`src/common/core_settings.svh`:
```
`ifndef CORE_SETTINGS_SVH
`define CORE_SETTINGS_SVH

// Data and address width
`define CORE_XLEN 32

// General register file
`define CORE_REG_ADDR_W 5
`define CORE_REG_COUNT 32

// First fetch address after reset
`define CORE_RESET_PC 32'h0040_0000

`endif

```
`src/common/core_pkg.sv`:
```
`include "core_settings.svh"

package core_pkg;

    typedef enum logic [3:0] {
        ALU_ADD,
        ALU_SUB,
        ALU_AND,
        ALU_OR,
        ALU_XOR,
        ALU_SLT,
        ALU_SLL,
        ALU_LUI,
        ALU_PASS
    } alu_op_e;

    typedef enum logic [2:0] {
        MEM_NONE,
        MEM_LW,
        MEM_LB,
        MEM_LBU,
        MEM_SW,
        MEM_SB
    } mem_op_e;

    typedef enum logic [1:0] {
        WB_ALU,
        WB_LOAD,
        WB_MUL
    } wb_src_e;

    typedef struct packed {
        logic [`CORE_XLEN-1:0] pc;
        logic [`CORE_XLEN-1:0] instr;
    } if_id_t;

    // All-zero value is a bubble
    typedef struct packed {
        alu_op_e                     alu_op;
        logic [`CORE_XLEN-1:0]       opr1;
        logic [`CORE_XLEN-1:0]       opr2;
        logic [`CORE_REG_ADDR_W-1:0] waddr;
        logic                        we;
        wb_src_e                     wb_src;
        mem_op_e                     mem_op;
        logic [1:0]                  addr_lo;
    } id_ex_t;

    typedef struct packed {
        logic [`CORE_XLEN-1:0]       result;
        logic [`CORE_REG_ADDR_W-1:0] waddr;
        logic                        we;
        logic                        is_mul;
    } ex_mem_t;

endpackage

```
`src/common/bypass_if.sv`:
```
`timescale 1ns/1ps
`include "core_settings.svh"

// Register write still in flight in one pipeline stage
interface bypass_if;

    logic                        we;
    logic [`CORE_REG_ADDR_W-1:0] waddr;
    logic [`CORE_XLEN-1:0]       wdata;
    // Low while wdata is not yet computed
    logic                        ready;

    modport source (
        output we, waddr, wdata, ready
    );

    modport sink (
        input we, waddr, wdata, ready
    );

endinterface

```
`src/hw/fetch_unit.sv`:
```
`timescale 1ns/1ps
`include "core_settings.svh"

module fetch_unit import core_pkg::*; (
    input  logic                  clk,
    input  logic                  i_arst_n,
    input  logic                  i_stall,
    input  logic                  i_branch_taken,
    input  logic [`CORE_XLEN-1:0] i_branch_target,
    output logic [`CORE_XLEN-1:0] o_imem_raddr,
    input  logic [`CORE_XLEN-1:0] i_imem_rdata,
    output if_id_t                o_if_id
);

    logic [`CORE_XLEN-1:0] pc_q;
    logic [`CORE_XLEN-1:0] pc_next;

    // Taken branch in ID skips past the delay slot being fetched now
    assign pc_next = i_branch_taken ? i_branch_target : pc_q + `CORE_XLEN'(4);

    always_ff @(posedge clk or negedge i_arst_n) begin
        if (!i_arst_n) begin
            pc_q    <= `CORE_RESET_PC;
            o_if_id <= '0;
        end else if (!i_stall) begin
            pc_q          <= pc_next;
            o_if_id.pc    <= pc_q;
            o_if_id.instr <= i_imem_rdata;
        end
    end

    assign o_imem_raddr = pc_q;

    a_pc_aligned: assert property (
        @(posedge clk) disable iff (!i_arst_n)
        pc_q[1:0] == 2'b00
    ) else $error("fetch address is not word-aligned");

endmodule

```
`src/hw/reg_file.sv`:
```
`timescale 1ns/1ps
`include "core_settings.svh"

module reg_file (
    input  logic                        clk,
    input  logic                        i_arst_n,
    input  logic [`CORE_REG_ADDR_W-1:0] i_raddr1,
    input  logic [`CORE_REG_ADDR_W-1:0] i_raddr2,
    output logic [`CORE_XLEN-1:0]       o_rdata1,
    output logic [`CORE_XLEN-1:0]       o_rdata2,
    bypass_if.sink                      i_wr
);

    logic [`CORE_XLEN-1:0] regs [`CORE_REG_COUNT];

    always_ff @(posedge clk or negedge i_arst_n) begin
        if (!i_arst_n) begin
            regs <= '{default: '0};
        end else if (i_wr.we && (i_wr.waddr != '0)) begin
            regs[i_wr.waddr] <= i_wr.wdata;
        end
    end

    // r0 is hardwired to zero
    assign o_rdata1 = (i_raddr1 == '0) ? '0 : regs[i_raddr1];
    assign o_rdata2 = (i_raddr2 == '0) ? '0 : regs[i_raddr2];

endmodule

```
`src/decode/instr_decoder.sv`:
```
`timescale 1ns/1ps
`include "core_settings.svh"

module instr_decoder import core_pkg::*; (
    input  if_id_t                i_if_id,
    input  logic [`CORE_XLEN-1:0] i_rs_val,
    input  logic [`CORE_XLEN-1:0] i_rt_val,
    input  logic                  i_stall,
    output id_ex_t                o_id_ex,
    output logic                  o_branch_taken,
    output logic [`CORE_XLEN-1:0] o_branch_target,
    output logic [`CORE_XLEN-1:0] o_dmem_addr,
    output logic [`CORE_XLEN-1:0] o_dmem_wdata,
    output logic                  o_dmem_we,
    output logic [3:0]            o_dmem_sel
);

    localparam logic [5:0] OP_SPECIAL  = 6'h00;
    localparam logic [5:0] OP_SPECIAL2 = 6'h1c;
    localparam logic [5:0] OP_BEQ      = 6'h04;
    localparam logic [5:0] OP_BNE      = 6'h05;
    localparam logic [5:0] OP_ADDIU    = 6'h09;
    localparam logic [5:0] OP_ORI      = 6'h0d;
    localparam logic [5:0] OP_LUI      = 6'h0f;
    localparam logic [5:0] OP_LB       = 6'h20;
    localparam logic [5:0] OP_LW       = 6'h23;
    localparam logic [5:0] OP_LBU      = 6'h24;
    localparam logic [5:0] OP_SB       = 6'h28;
    localparam logic [5:0] OP_SW       = 6'h2b;

    localparam logic [5:0] FN_SLL  = 6'h00;
    localparam logic [5:0] FN_MUL  = 6'h02;
    localparam logic [5:0] FN_ADDU = 6'h21;
    localparam logic [5:0] FN_SUBU = 6'h23;
    localparam logic [5:0] FN_AND  = 6'h24;
    localparam logic [5:0] FN_OR   = 6'h25;
    localparam logic [5:0] FN_XOR  = 6'h26;
    localparam logic [5:0] FN_SLT  = 6'h2a;

    logic [5:0]                  opcode;
    logic [5:0]                  funct;
    logic [`CORE_REG_ADDR_W-1:0] rt;
    logic [`CORE_REG_ADDR_W-1:0] rd;
    logic [`CORE_XLEN-1:0]       shamt_ext;
    logic [`CORE_XLEN-1:0]       imm_sext;
    logic [`CORE_XLEN-1:0]       imm_zext;
    logic [`CORE_XLEN-1:0]       mem_addr;
    logic                        writes_reg;

    assign opcode    = i_if_id.instr[31:26];
    assign funct     = i_if_id.instr[5:0];
    assign rt        = i_if_id.instr[20:16];
    assign rd        = i_if_id.instr[15:11];
    assign shamt_ext = {{(`CORE_XLEN-5){1'b0}}, i_if_id.instr[10:6]};
    assign imm_sext  = {{(`CORE_XLEN-16){i_if_id.instr[15]}}, i_if_id.instr[15:0]};
    assign imm_zext  = {{(`CORE_XLEN-16){1'b0}}, i_if_id.instr[15:0]};

    always_comb begin
        o_id_ex         = '0;
        o_id_ex.alu_op  = ALU_PASS;
        o_id_ex.opr1    = i_rs_val;
        o_id_ex.opr2    = i_rt_val;
        o_id_ex.waddr   = rt;
        o_id_ex.wb_src  = WB_ALU;
        o_id_ex.mem_op  = MEM_NONE;
        o_id_ex.addr_lo = mem_addr[1:0];
        writes_reg      = 1'b0;
        case (opcode)
            OP_SPECIAL: begin
                o_id_ex.waddr = rd;
                writes_reg    = 1'b1;
                case (funct)
                    FN_ADDU: o_id_ex.alu_op = ALU_ADD;
                    FN_SUBU: o_id_ex.alu_op = ALU_SUB;
                    FN_AND:  o_id_ex.alu_op = ALU_AND;
                    FN_OR:   o_id_ex.alu_op = ALU_OR;
                    FN_XOR:  o_id_ex.alu_op = ALU_XOR;
                    FN_SLT:  o_id_ex.alu_op = ALU_SLT;
                    FN_SLL: begin
                        o_id_ex.alu_op = ALU_SLL;
                        o_id_ex.opr1   = shamt_ext;
                    end
                    default: writes_reg = 1'b0;
                endcase
            end
            OP_SPECIAL2: begin
                o_id_ex.waddr  = rd;
                o_id_ex.wb_src = WB_MUL;
                writes_reg     = (funct == FN_MUL);
            end
            OP_ADDIU: begin
                o_id_ex.alu_op = ALU_ADD;
                o_id_ex.opr2   = imm_sext;
                writes_reg     = 1'b1;
            end
            OP_ORI: begin
                o_id_ex.alu_op = ALU_OR;
                o_id_ex.opr2   = imm_zext;
                writes_reg     = 1'b1;
            end
            OP_LUI: begin
                o_id_ex.alu_op = ALU_LUI;
                o_id_ex.opr2   = imm_zext;
                writes_reg     = 1'b1;
            end
            OP_LW, OP_LB, OP_LBU: begin
                o_id_ex.wb_src = WB_LOAD;
                o_id_ex.mem_op = (opcode == OP_LW) ? MEM_LW :
                                 (opcode == OP_LB) ? MEM_LB : MEM_LBU;
                writes_reg     = 1'b1;
            end
            OP_SW:   o_id_ex.mem_op = MEM_SW;
            OP_SB:   o_id_ex.mem_op = MEM_SB;
            default: writes_reg = 1'b0;
        endcase
        // Writes to r0 are dropped here so they are never forwarded
        o_id_ex.we = writes_reg && (o_id_ex.waddr != '0);
    end

    // Branches compare the bypassed operands
    assign o_branch_taken = ((opcode == OP_BEQ) && (i_rs_val == i_rt_val))
                         || ((opcode == OP_BNE) && (i_rs_val != i_rt_val));
    assign o_branch_target = i_if_id.pc + `CORE_XLEN'(4)
                           + {imm_sext[`CORE_XLEN-3:0], 2'b00};

    assign mem_addr     = i_rs_val + imm_sext;
    assign o_dmem_addr  = {mem_addr[`CORE_XLEN-1:2], 2'b00};
    assign o_dmem_wdata = (o_id_ex.mem_op == MEM_SB) ? {4{i_rt_val[7:0]}} : i_rt_val;
    assign o_dmem_we    = ((o_id_ex.mem_op == MEM_SW) || (o_id_ex.mem_op == MEM_SB))
                       && !i_stall;

    always_comb begin
        case (o_id_ex.mem_op)
            MEM_LW, MEM_SW:          o_dmem_sel = 4'b1111;
            MEM_LB, MEM_LBU, MEM_SB: o_dmem_sel = 4'b0001 << mem_addr[1:0];
            default:                 o_dmem_sel = 4'b0000;
        endcase
    end

endmodule

```
`src/decode/operand_bypass.sv`:
```
`timescale 1ns/1ps
`include "core_settings.svh"

module operand_bypass (
    input  logic [`CORE_REG_ADDR_W-1:0] i_rs_addr,
    input  logic [`CORE_REG_ADDR_W-1:0] i_rt_addr,
    input  logic [`CORE_XLEN-1:0]       i_rs_rf,
    input  logic [`CORE_XLEN-1:0]       i_rt_rf,
    bypass_if.sink                      i_exe,
    bypass_if.sink                      i_mem,
    output logic [`CORE_XLEN-1:0]       o_rs_val,
    output logic [`CORE_XLEN-1:0]       o_rt_val,
    output logic                        o_stall
);

    logic rs_exe_hit;
    logic rs_mem_hit;
    logic rt_exe_hit;
    logic rt_mem_hit;

    assign rs_exe_hit = i_exe.we && (i_exe.waddr == i_rs_addr) && (i_rs_addr != '0);
    assign rs_mem_hit = i_mem.we && (i_mem.waddr == i_rs_addr) && (i_rs_addr != '0);
    assign rt_exe_hit = i_exe.we && (i_exe.waddr == i_rt_addr) && (i_rt_addr != '0);
    assign rt_mem_hit = i_mem.we && (i_mem.waddr == i_rt_addr) && (i_rt_addr != '0);

    // Youngest producer wins
    assign o_rs_val = rs_exe_hit ? i_exe.wdata : (rs_mem_hit ? i_mem.wdata : i_rs_rf);
    assign o_rt_val = rt_exe_hit ? i_exe.wdata : (rt_mem_hit ? i_mem.wdata : i_rt_rf);

    // Wait on a producer whose result is still being computed
    assign o_stall = ((rs_exe_hit || rt_exe_hit) && !i_exe.ready)
                  || (rs_mem_hit && !rs_exe_hit && !i_mem.ready)
                  || (rt_mem_hit && !rt_exe_hit && !i_mem.ready);

endmodule

```
`src/execute/mult_pipe.sv`:
```
`timescale 1ns/1ps
`include "core_settings.svh"

module mult_pipe (
    input  logic                  clk,
    input  logic                  i_arst_n,
    input  logic [`CORE_XLEN-1:0] i_a,
    input  logic [`CORE_XLEN-1:0] i_b,
    output logic [`CORE_XLEN-1:0] o_product_lo
);

    localparam int LANES = `CORE_XLEN / 8;

    logic [`CORE_XLEN-1:0] pp_d [LANES];
    logic [`CORE_XLEN-1:0] pp_q [LANES];

    // One partial product per byte of i_b, low word only
    always_comb begin
        for (int k = 0; k < LANES; k++) begin
            pp_d[k] = i_a * {{(`CORE_XLEN-8){1'b0}}, i_b[8*k +: 8]};
        end
    end

    always_ff @(posedge clk or negedge i_arst_n) begin
        if (!i_arst_n) begin
            pp_q <= '{default: '0};
        end else begin
            pp_q <= pp_d;
        end
    end

    always_comb begin
        o_product_lo = '0;
        for (int k = 0; k < LANES; k++) begin
            o_product_lo = o_product_lo + (pp_q[k] << (8 * k));
        end
    end

endmodule

```
`src/execute/execute_stage.sv`:
```
`timescale 1ns/1ps
`include "core_settings.svh"

module execute_stage import core_pkg::*; (
    input  logic                  clk,
    input  logic                  i_arst_n,
    input  id_ex_t                i_id_ex,
    input  logic                  i_stall,
    input  logic [`CORE_XLEN-1:0] i_dmem_rdata,
    bypass_if.source              o_exe,
    bypass_if.source              o_mem
);

    id_ex_t                ex_q;
    ex_mem_t               mem_q;
    logic [`CORE_XLEN-1:0] alu_result;
    logic [7:0]            load_byte;
    logic [`CORE_XLEN-1:0] load_data;
    logic [`CORE_XLEN-1:0] exe_wdata;
    logic [`CORE_XLEN-1:0] mul_lo;

    // ID/EXE, bubble while ID waits on a multiply
    always_ff @(posedge clk or negedge i_arst_n) begin
        if (!i_arst_n) begin
            ex_q <= '0;
        end else if (i_stall) begin
            ex_q <= '0;
        end else begin
            ex_q <= i_id_ex;
        end
    end

    always_comb begin
        case (ex_q.alu_op)
            ALU_ADD: alu_result = ex_q.opr1 + ex_q.opr2;
            ALU_SUB: alu_result = ex_q.opr1 - ex_q.opr2;
            ALU_AND: alu_result = ex_q.opr1 & ex_q.opr2;
            ALU_OR:  alu_result = ex_q.opr1 | ex_q.opr2;
            ALU_XOR: alu_result = ex_q.opr1 ^ ex_q.opr2;
            ALU_SLT: alu_result = {{(`CORE_XLEN-1){1'b0}},
                                   $signed(ex_q.opr1) < $signed(ex_q.opr2)};
            ALU_SLL: alu_result = ex_q.opr2 << ex_q.opr1[4:0];
            ALU_LUI: alu_result = {ex_q.opr2[15:0], 16'h0000};
            default: alu_result = ex_q.opr2;
        endcase
    end

    // Load data arrives this cycle for the request issued from ID
    assign load_byte = i_dmem_rdata[8*ex_q.addr_lo +: 8];

    always_comb begin
        case (ex_q.mem_op)
            MEM_LB:  load_data = {{(`CORE_XLEN-8){load_byte[7]}}, load_byte};
            MEM_LBU: load_data = {{(`CORE_XLEN-8){1'b0}}, load_byte};
            default: load_data = i_dmem_rdata;
        endcase
    end

    assign exe_wdata = (ex_q.wb_src == WB_LOAD) ? load_data : alu_result;

    mult_pipe u_mult (
        .clk          (clk),
        .i_arst_n     (i_arst_n),
        .i_a          (ex_q.opr1),
        .i_b          (ex_q.opr2),
        .o_product_lo (mul_lo)
    );

    always_ff @(posedge clk or negedge i_arst_n) begin
        if (!i_arst_n) begin
            mem_q <= '0;
        end else begin
            mem_q.result <= exe_wdata;
            mem_q.waddr  <= ex_q.waddr;
            mem_q.we     <= ex_q.we;
            mem_q.is_mul <= (ex_q.wb_src == WB_MUL);
        end
    end

    assign o_exe.we    = ex_q.we;
    assign o_exe.waddr = ex_q.waddr;
    assign o_exe.wdata = exe_wdata;
    assign o_exe.ready = (ex_q.wb_src != WB_MUL);

    // Product sum completes in MEM
    assign o_mem.we    = mem_q.we;
    assign o_mem.waddr = mem_q.waddr;
    assign o_mem.wdata = mem_q.is_mul ? mul_lo : mem_q.result;
    assign o_mem.ready = 1'b1;

    a_load_dest: assert property (
        @(posedge clk) disable iff (!i_arst_n)
        (ex_q.we && (ex_q.wb_src == WB_LOAD)) |-> (ex_q.waddr != '0)
    ) else $error("load writes r0 with we set");

    // The bubble moves the multiply to MEM, where it no longer blocks ID
    a_stall_single: assert property (
        @(posedge clk) disable iff (!i_arst_n)
        i_stall |=> !i_stall
    ) else $error("stall held for more than one cycle");

endmodule

```
`src/hw/core_top.sv`:
```
`timescale 1ns/1ps
`include "core_settings.svh"

module core_top import core_pkg::*; (
    input  logic                  clk,
    input  logic                  i_arst_n,
    output logic [`CORE_XLEN-1:0] o_imem_raddr,
    input  logic [`CORE_XLEN-1:0] i_imem_rdata,
    output logic [`CORE_XLEN-1:0] o_dmem_addr,
    output logic [`CORE_XLEN-1:0] o_dmem_wdata,
    output logic                  o_dmem_we,
    output logic [3:0]            o_dmem_sel,
    input  logic [`CORE_XLEN-1:0] i_dmem_rdata
);

    if_id_t                if_id;
    id_ex_t                id_ex;
    logic                  stall;
    logic                  branch_taken;
    logic [`CORE_XLEN-1:0] branch_target;
    logic [`CORE_XLEN-1:0] rs_rf;
    logic [`CORE_XLEN-1:0] rt_rf;
    logic [`CORE_XLEN-1:0] rs_val;
    logic [`CORE_XLEN-1:0] rt_val;

    bypass_if u_exe_byp ();
    bypass_if u_mem_byp ();

    fetch_unit u_fetch (
        .clk             (clk),
        .i_arst_n        (i_arst_n),
        .i_stall         (stall),
        .i_branch_taken  (branch_taken),
        .i_branch_target (branch_target),
        .o_imem_raddr    (o_imem_raddr),
        .i_imem_rdata    (i_imem_rdata),
        .o_if_id         (if_id)
    );

    reg_file u_reg_file (
        .clk      (clk),
        .i_arst_n (i_arst_n),
        .i_raddr1 (if_id.instr[25:21]),
        .i_raddr2 (if_id.instr[20:16]),
        .o_rdata1 (rs_rf),
        .o_rdata2 (rt_rf),
        .i_wr     (u_mem_byp)
    );

    operand_bypass u_bypass (
        .i_rs_addr (if_id.instr[25:21]),
        .i_rt_addr (if_id.instr[20:16]),
        .i_rs_rf   (rs_rf),
        .i_rt_rf   (rt_rf),
        .i_exe     (u_exe_byp),
        .i_mem     (u_mem_byp),
        .o_rs_val  (rs_val),
        .o_rt_val  (rt_val),
        .o_stall   (stall)
    );

    instr_decoder u_decoder (
        .i_if_id         (if_id),
        .i_rs_val        (rs_val),
        .i_rt_val        (rt_val),
        .i_stall         (stall),
        .o_id_ex         (id_ex),
        .o_branch_taken  (branch_taken),
        .o_branch_target (branch_target),
        .o_dmem_addr     (o_dmem_addr),
        .o_dmem_wdata    (o_dmem_wdata),
        .o_dmem_we       (o_dmem_we),
        .o_dmem_sel      (o_dmem_sel)
    );

    execute_stage u_execute (
        .clk          (clk),
        .i_arst_n     (i_arst_n),
        .i_id_ex      (id_ex),
        .i_stall      (stall),
        .i_dmem_rdata (i_dmem_rdata),
        .o_exe        (u_exe_byp),
        .o_mem        (u_mem_byp)
    );

endmodule

```
`config.mk`:
```
export PLATFORM = sky130hd
export DESIGN_NAME = core_top
export DESIGN_NICKNAME = d
export VERILOG_FILES = /design/src/common/core_pkg.sv /design/src/common/bypass_if.sv /design/src/hw/fetch_unit.sv /design/src/hw/reg_file.sv /design/src/decode/instr_decoder.sv /design/src/decode/operand_bypass.sv /design/src/execute/mult_pipe.sv /design/src/execute/execute_stage.sv /design/src/hw/core_top.sv
export VERILOG_INCLUDE_DIRS = /design/src /design/src/common
export SDC_FILE = /design/constraint.sdc
export NUM_CORES = 2
export LEC_CHECK = 0
export BUFFER_PORTS_ARGS = -buffer_cell sky130_fd_sc_hd__buf_2
export CORE_UTILIZATION = 29
export CTS_CLUSTER_DIAMETER = 50
export CTS_CLUSTER_SIZE = 40
export DETAILED_ROUTE_END_ITERATION = 16
export PLACE_DENSITY = 0.43
export SYNTH_ARGS = -nofsm -noshare
export SYNTH_HDL_FRONTEND = slang
export SYNTH_SLANG_ARGS = --single-unit
```
`constraint.sdc`:
```
create_clock -name clk -period 17.2 [get_ports clk]
set_input_delay 2.58 -clock clk [delete_from_list [all_inputs] [get_ports clk]]
set_output_delay 2.58 -clock clk [all_outputs]
set_load 0.02 [all_outputs]
```
Word level (Yosys, flattened, before mapping)
Cells that the tools add are included.
{ "word_totals": {"reg_bits": 1320, "input_bits": 66, "output_inout_bits": 101, "wordCells": 190} }
{ "classes": {"n_addsub": 9, "multipliers": 4, "order_cmp": 5, "eq_ne": 41, "shift": 3, "n_mux": 35, "bitwise_logic": 6, "reduce_logical": 36} }
{ "op_table": {"columns": ["operator", "n"], "rows": [
  ["$bwmux 1024", 1],
  ["$mux 32", 17],
  ["$bmux 32 s5", 2],
  ["$pmux 32 s8", 1],
  ["$add 32x32->32", 6],
  ["$demux 32 s5", 1],
  ["$pmux 32 s2", 2],
  ["$mux 81", 1],
  ["$eq 6x6->1 const B", 11],
  ["$add 32x3->32 const B", 2],
  ["$and 32x32->32", 1],
  ["$eq 32x32->1", 1],
  ["$lt 32x32->1", 1],
  ["$mul 32x8->16", 1],
  ["$mul 32x8->24", 1],
  ["$mul 32x8->32", 1],
  ["$mul 32x8->8", 1],
  ["$ne 32x32->1", 1],
  ["$or 32x32->32", 1],
  ["$shiftx 32x6->8", 1],
  ["$shl 32x5->32", 1],
  ["$sub 32x32->32", 1],
  ["$xor 32x32->32", 1],
  ["$pmux 4 s7", 1],
  ["other kinds (37)", 81]
]} }

Logic depth before layout (Yosys ltp)
{ "depth": {"ltp_word": 11, "mapped_depth": 35, "depth_no_buf": 30} }

By module
A second synthesis with hierarchy kept.
{ "hier_totals": {"hier_cells": 8499, "hier_area_um2": 96447.5} }
{ "modules_own_cells": {"columns": ["mod", "n_inst", "cells_per_inst", "area_each_um2", "seq_area_each_um2"], "rows": [
  ["reg_file", 1, 3621, 54369.6, 25624.6],
  ["mult_pipe", 1, 1983, 18671.7, 2001.9],
  ["execute_stage", 1, 1479, 12005.3, 3002.9],
  ["instr_decoder", 1, 780, 5348.9, 0.0],
  ["fetch_unit", 1, 385, 4350.4, 2403.6],
  ["operand_bypass", 1, 251, 1701.6, 0.0]
]} }

Worst setup path after synthesis
Ideal clock, no wire load.
{ "synth_path": {"path_type": "reg-to-output", "startpoint": "reg u_execute.ex_q[45] (netlist name)", "endpoint": "out o_dmem_addr[31]", "arrival_time_ns": 7.076, "required_time_ns": 14.620, "slack_ns": 7.544, "stages_incl_launch_ff": 34, "n_path_buf": 5, "cell_sequence": "dfrtp_1 -> buf_4 -> buf_6 -> buf_4 -> inv_2 -> clkbuf_1 -> buf_1 -> ha_1 -> fa_1 -> nor2_1 -> o221ai_1 -> a21oi_1 -> a21oi_1 -> o31ai_1 -> nand3_1 -> a21oi_1 -> o21ai_0 -> o21a_1 -> ha_1 -> a21o_1 -> a21oi_1 -> o21ai_0 -> a21oi_1 -> o21ai_0 -> a221o_1 -> o21a_1 -> o221ai_1 -> o211a_1 -> a211oi_1 -> a41o_1 -> or4_1 -> a31o_2 -> a21oi_1 -> xnor2_1"} }
{ "synth_between": {"elab_chain_cells": 5, "elab_cells_between_ends": 11, "cone_classes": "add/sub (3); order compare (1); shift (1); mux (3); bitwise (3)"} }
{ "synth_lines": {"columns": ["item", "line", "rtl"], "rows": [
  ["from (decl)", "execute_stage.sv:14", "id_ex_t ex_q;"],
  ["from (signal assigned)", "execute_stage.sv:29", "ex_q <= i_id_ex;"],
  ["$sub 32x32->32 (tied with other cells)", "execute_stage.sv:36", "ALU_SUB: alu_result = ex_q.opr1 - ex_q.opr2;"],
  ["$pmux 32 s8 (*)", "execute_stage.sv:34", "case (ex_q.alu_op)"],
  ["$mux 32 (*)", "execute_stage.sv:59", "assign exe_wdata = (ex_q.wb_src == WB_LOAD) ? load_data : alu_result;"],
  ["net u_bypass.i_exe.wdata[0]", "bypass_if.sv:18", "input we, waddr, wdata, ready"],
  ["$mux 32 (*)", "operand_bypass.sv:27", "assign o_rs_val = rs_exe_hit ? i_exe.wdata : (rs_mem_hit ? i_mem.wdata : i_rs_rf);"],
  ["$add 32x32->32 (*)", "instr_decoder.sv:126", "assign mem_addr = i_rs_val + imm_sext;"],
  ["to (decl)", "core_top.sv:9", "output logic [`CORE_XLEN-1:0] o_dmem_addr,"]
]} }
Mark *: on every way through the listed nets, which the timed path passes. The rest lies on a longest branch.

Worst setup path in the final report
Ends and elaborated chain as after synthesis.

==> results by group <==
Synthesis
  – Asr flop ratio synth: 100%
  – Top area cells in the synthesized netlist: dfrtp_1, mux4_2, fa_1
  – Synth cell count leaders: nand2_1, dfrtp_1, o21ai_0
  – Number of synthesized flops with an enable pin: 0
  – Synth top area share: a little over a third
  – Sequential share of the synthesized area: a little over a third
  – Top-count cell post-synth: nand2_1
  – #FFs+latches synth: 1320
  – Area leader, netlist: dfrtp_1
  – Synth Warn #: 0
  – Syn Area/Cell: just under 10 sq um
  – Post-synth cell types: 97
  – Cells after synthesis: ~9600
  – Post-Syn Area: ~93000 sq um
  – Top_reg_cell synth: dfrtp_1

Worst setup path
  – Crit path max-delay family: compound AO/OA/AOI/OAI gates
  – Setup crit end kind: primary output
  – CP Class: reg -> out
  – Worst R2R Start: u_execute.ex_q[48]$_DFF_PN0_
  – Critical Path Most Common Cell: a21oi_1
  – CP Launch Type: register
  – Worst setup path startpoint: u_execute.ex_q[45]$_DFF_PN0_
  – Crit-path max FO: 22
  – Slowest CP cell: o31ai_1
  – Slowest stage delay, CP: around 0.7 ns
  – CP arrival: approximately 9.7 ns
  – CP bufs+invs: 3
  – CP required: 14.62 ns

Die
  – Placeable Area: between 300000 and 400000 sq um
  – Die Height: 568 microns
  – # rows: roughly 210
  – Starting Density: between 20 and 30%
  – Total die area: 323000 sq um
  – Num ports: ~170
  – Die width: approximately 570 microns

Cells and area
  – Fin util: roughly 33%
  – Share of layout cells above drive strength 1: between 15 and 20%
  – Footprint of the multi-input gates: 55400 sq um
  – Storage element area: approximately 33000 sq um
  – Fillers: roughly 33000
  – Final net count: about 10000
  – Area delta synth->final: 13.2%

STA
  – Worst-margin pin slew: 1.53 ns
  – Max-slew headroom: -3.09%
  – Final setup viols: 0
  – Period minus WS final: 12.23 ns
  – Max-slew violation count: 2
  – FMAX: between 0.08 and 0.09 GHz
  – RSZ-0062 raised after global routing: no
  – Setup_tns: 0 ns
  – Final hold vios: 0
  – Hold WS: 0.391 ns
  – Final Skew: ~0.13 ns
  – Final Cycle Share: 71.1%

Place
  – Placer Congestion: a little under 1
  – DP Wirelength: about 300000 microns
  – IO Port Bufs: approximately 160

GRT
  – Routing usage on met3: approximately 4.2%
  – GR Util All Layers: 25.9%
  – Remaining global-route overflow: 0
  – GRT Max-Usage Layer: met2
  – GR Util met2: a little over two fifths
  – Global-route wire length before repair: 600000 microns
  – Largest net degree at the start of global routing: ~160
  – Vias in the first global route: ~77000
  – Met1 usage: around a third
  – Antenna violations before repair: 27

Pwr
  – Pwr dens: about 90 nW/um^2
  – Leak Pwr: around 44 nW
  – Worst VDD drop: 78.8 uV

Clocking
  – CTS tree: built
  – H-Tree Depth: 4
  – CTS buffer count: roughly 200
  – Hold_buf cts: 0
  – Worst-path clk slew: ~0.06 ns
  – Clk_lat worst skew: 0.92 ns
  – Number of setup buffers added after CTS: 0
  – Root Buffer: clkbuf_16
  – Clock Sinks: between 1000 and 1500
  – Clock tree buffer depth: 4
  – CTS resizes: 0

Status
  – Run status: finished with violations
  – Failing checks: max-capacitance violations, max-slew violations

Drt
  – Antenna-violating nets left: 0
  – Vias per cell: ~5.6
  – Drc violations: 0
  – Via count: between 70000 and 80000
  – Final wirelength: around 430000 microns
  – Initial DRC count: 7563
  – Wire length per cell: 30.9 microns
  – 1st-pass router iterations: 6

Job
  – Maxcap violations: 1

Hold path
  – Hold path startpoint: u_reg_file.regs[1008]$_DFFE_PN0P_
  – Worst hold-check path type: reg -> reg
worst paths after layout:
| path | cells past startpoint | to | slack [ns] |
|---|---|---|---|
| worst max-delay path | 30 | o_dmem_addr[31] | 4.97 |
| worst min-delay path | 0 | u_reg_file.regs[1008]$_DFFE_PN0P_ | 0.39 |
| worst max register to register | 24 | u_execute.u_mult.pp_q[127]$_DFF_PN0_ | 8.11 |
| worst min register to register | 0 | u_reg_file.regs[1008]$_DFFE_PN0P_ | 0.39 |
| max in group asynchronous | 4 | u_reg_file.regs[184]$_DFFE_PN0P_ | 12.03 |
| min in group asynchronous | 1 | u_reg_file.regs[493]$_DFFE_PN0P_ | 1.70 |
layout make-up:
class                   instances  area share [%]
flip-flops and latches       1320            31.4
multi-input cells            6947            52.5
diodes                         24          0.0570
well taps                    4180            4.96
inverters                     513            1.83
repair buffers                413            2.66
clock buffers                 227            5.05
clock inverters               145            1.51
layer usage:
metal,routed length (microns),share of wire [%]
met5,54,0.013
met4,26600,6.3
met3,26000,6.1
met2,197000,46
met1,175000,41
cells by family (layout without fill, tap and decap cells):
kind of cell,Yosys count,in the layout,share of synthesized area [%]
adders and majority gates,711,711,12.5
muxes,787,787,16.4
DFF,1320,1320,35.5
buffers and inverters,1297,1298,5.64
xor gates and xnor gates,222,222,2.10
AOI/OAI and AO/OA,2270,2270,14.6
other,1,26,0.00403
and+or+nand+nor,2955,2955,13.2
metrics by stage:
| stage | instances | instance area (sq um) | total power, W | worst slack [ns] |
|---|---|---|---|---|
| after global placement | 13400 | 98400 | 0.00529 | 6.22 |
| after floorplan | 9564 | 93100 | 0.00454 | 7.54 |
| after detailed placement | 13400 | 98400 | 0.00531 | 6.10 |
| final | 13800 | 105000 | 0.00954 | 4.97 |
| after global routing | 13800 | 105000 | 0.00991 | 4.64 |
| after CTS | 13700 | 105000 | 0.00962 | 5.16 |
state kept, by name, indices dropped and copies added (netlist names):
| register | cells |
|---|---|
| u_execute.ex_q | 75 |
| u_fetch.o_imem_raddr | 32 |
| u_fetch.o_if_id | 64 |
| u_execute.o_exe.waddr | 5 |
| u_execute.o_mem.we | 1 |
| u_reg_file.regs | 1024 |
| u_execute.o_mem.waddr | 5 |
| u_execute.mem_q | 33 |
| u_execute.o_exe.we | 1 |
| u_execute.u_mult.pp_q | 80 |
power by group:
part           internal [W]  leakage, nW  switching (W)
Sequential          0.00328         18.1       0.000198
Clock               0.00251         3.35        0.00176
Combinational      0.000608         23.0        0.00118
Total               0.00640         44.4        0.00314
placed cells by master (no fill, tap or decap), types with 204 or more instances in the layout:
master and count:
a21oi_1 303, buf_4 241, clkbuf_16 204, dfrtp_1 1303, fa_1 361, ha_1 350, inv_1 490, mux4_2 588
nand2_1 1811, nor2_1 568, o21ai_0 1207
No activity file was read; power rests on OpenSTA's default activity.
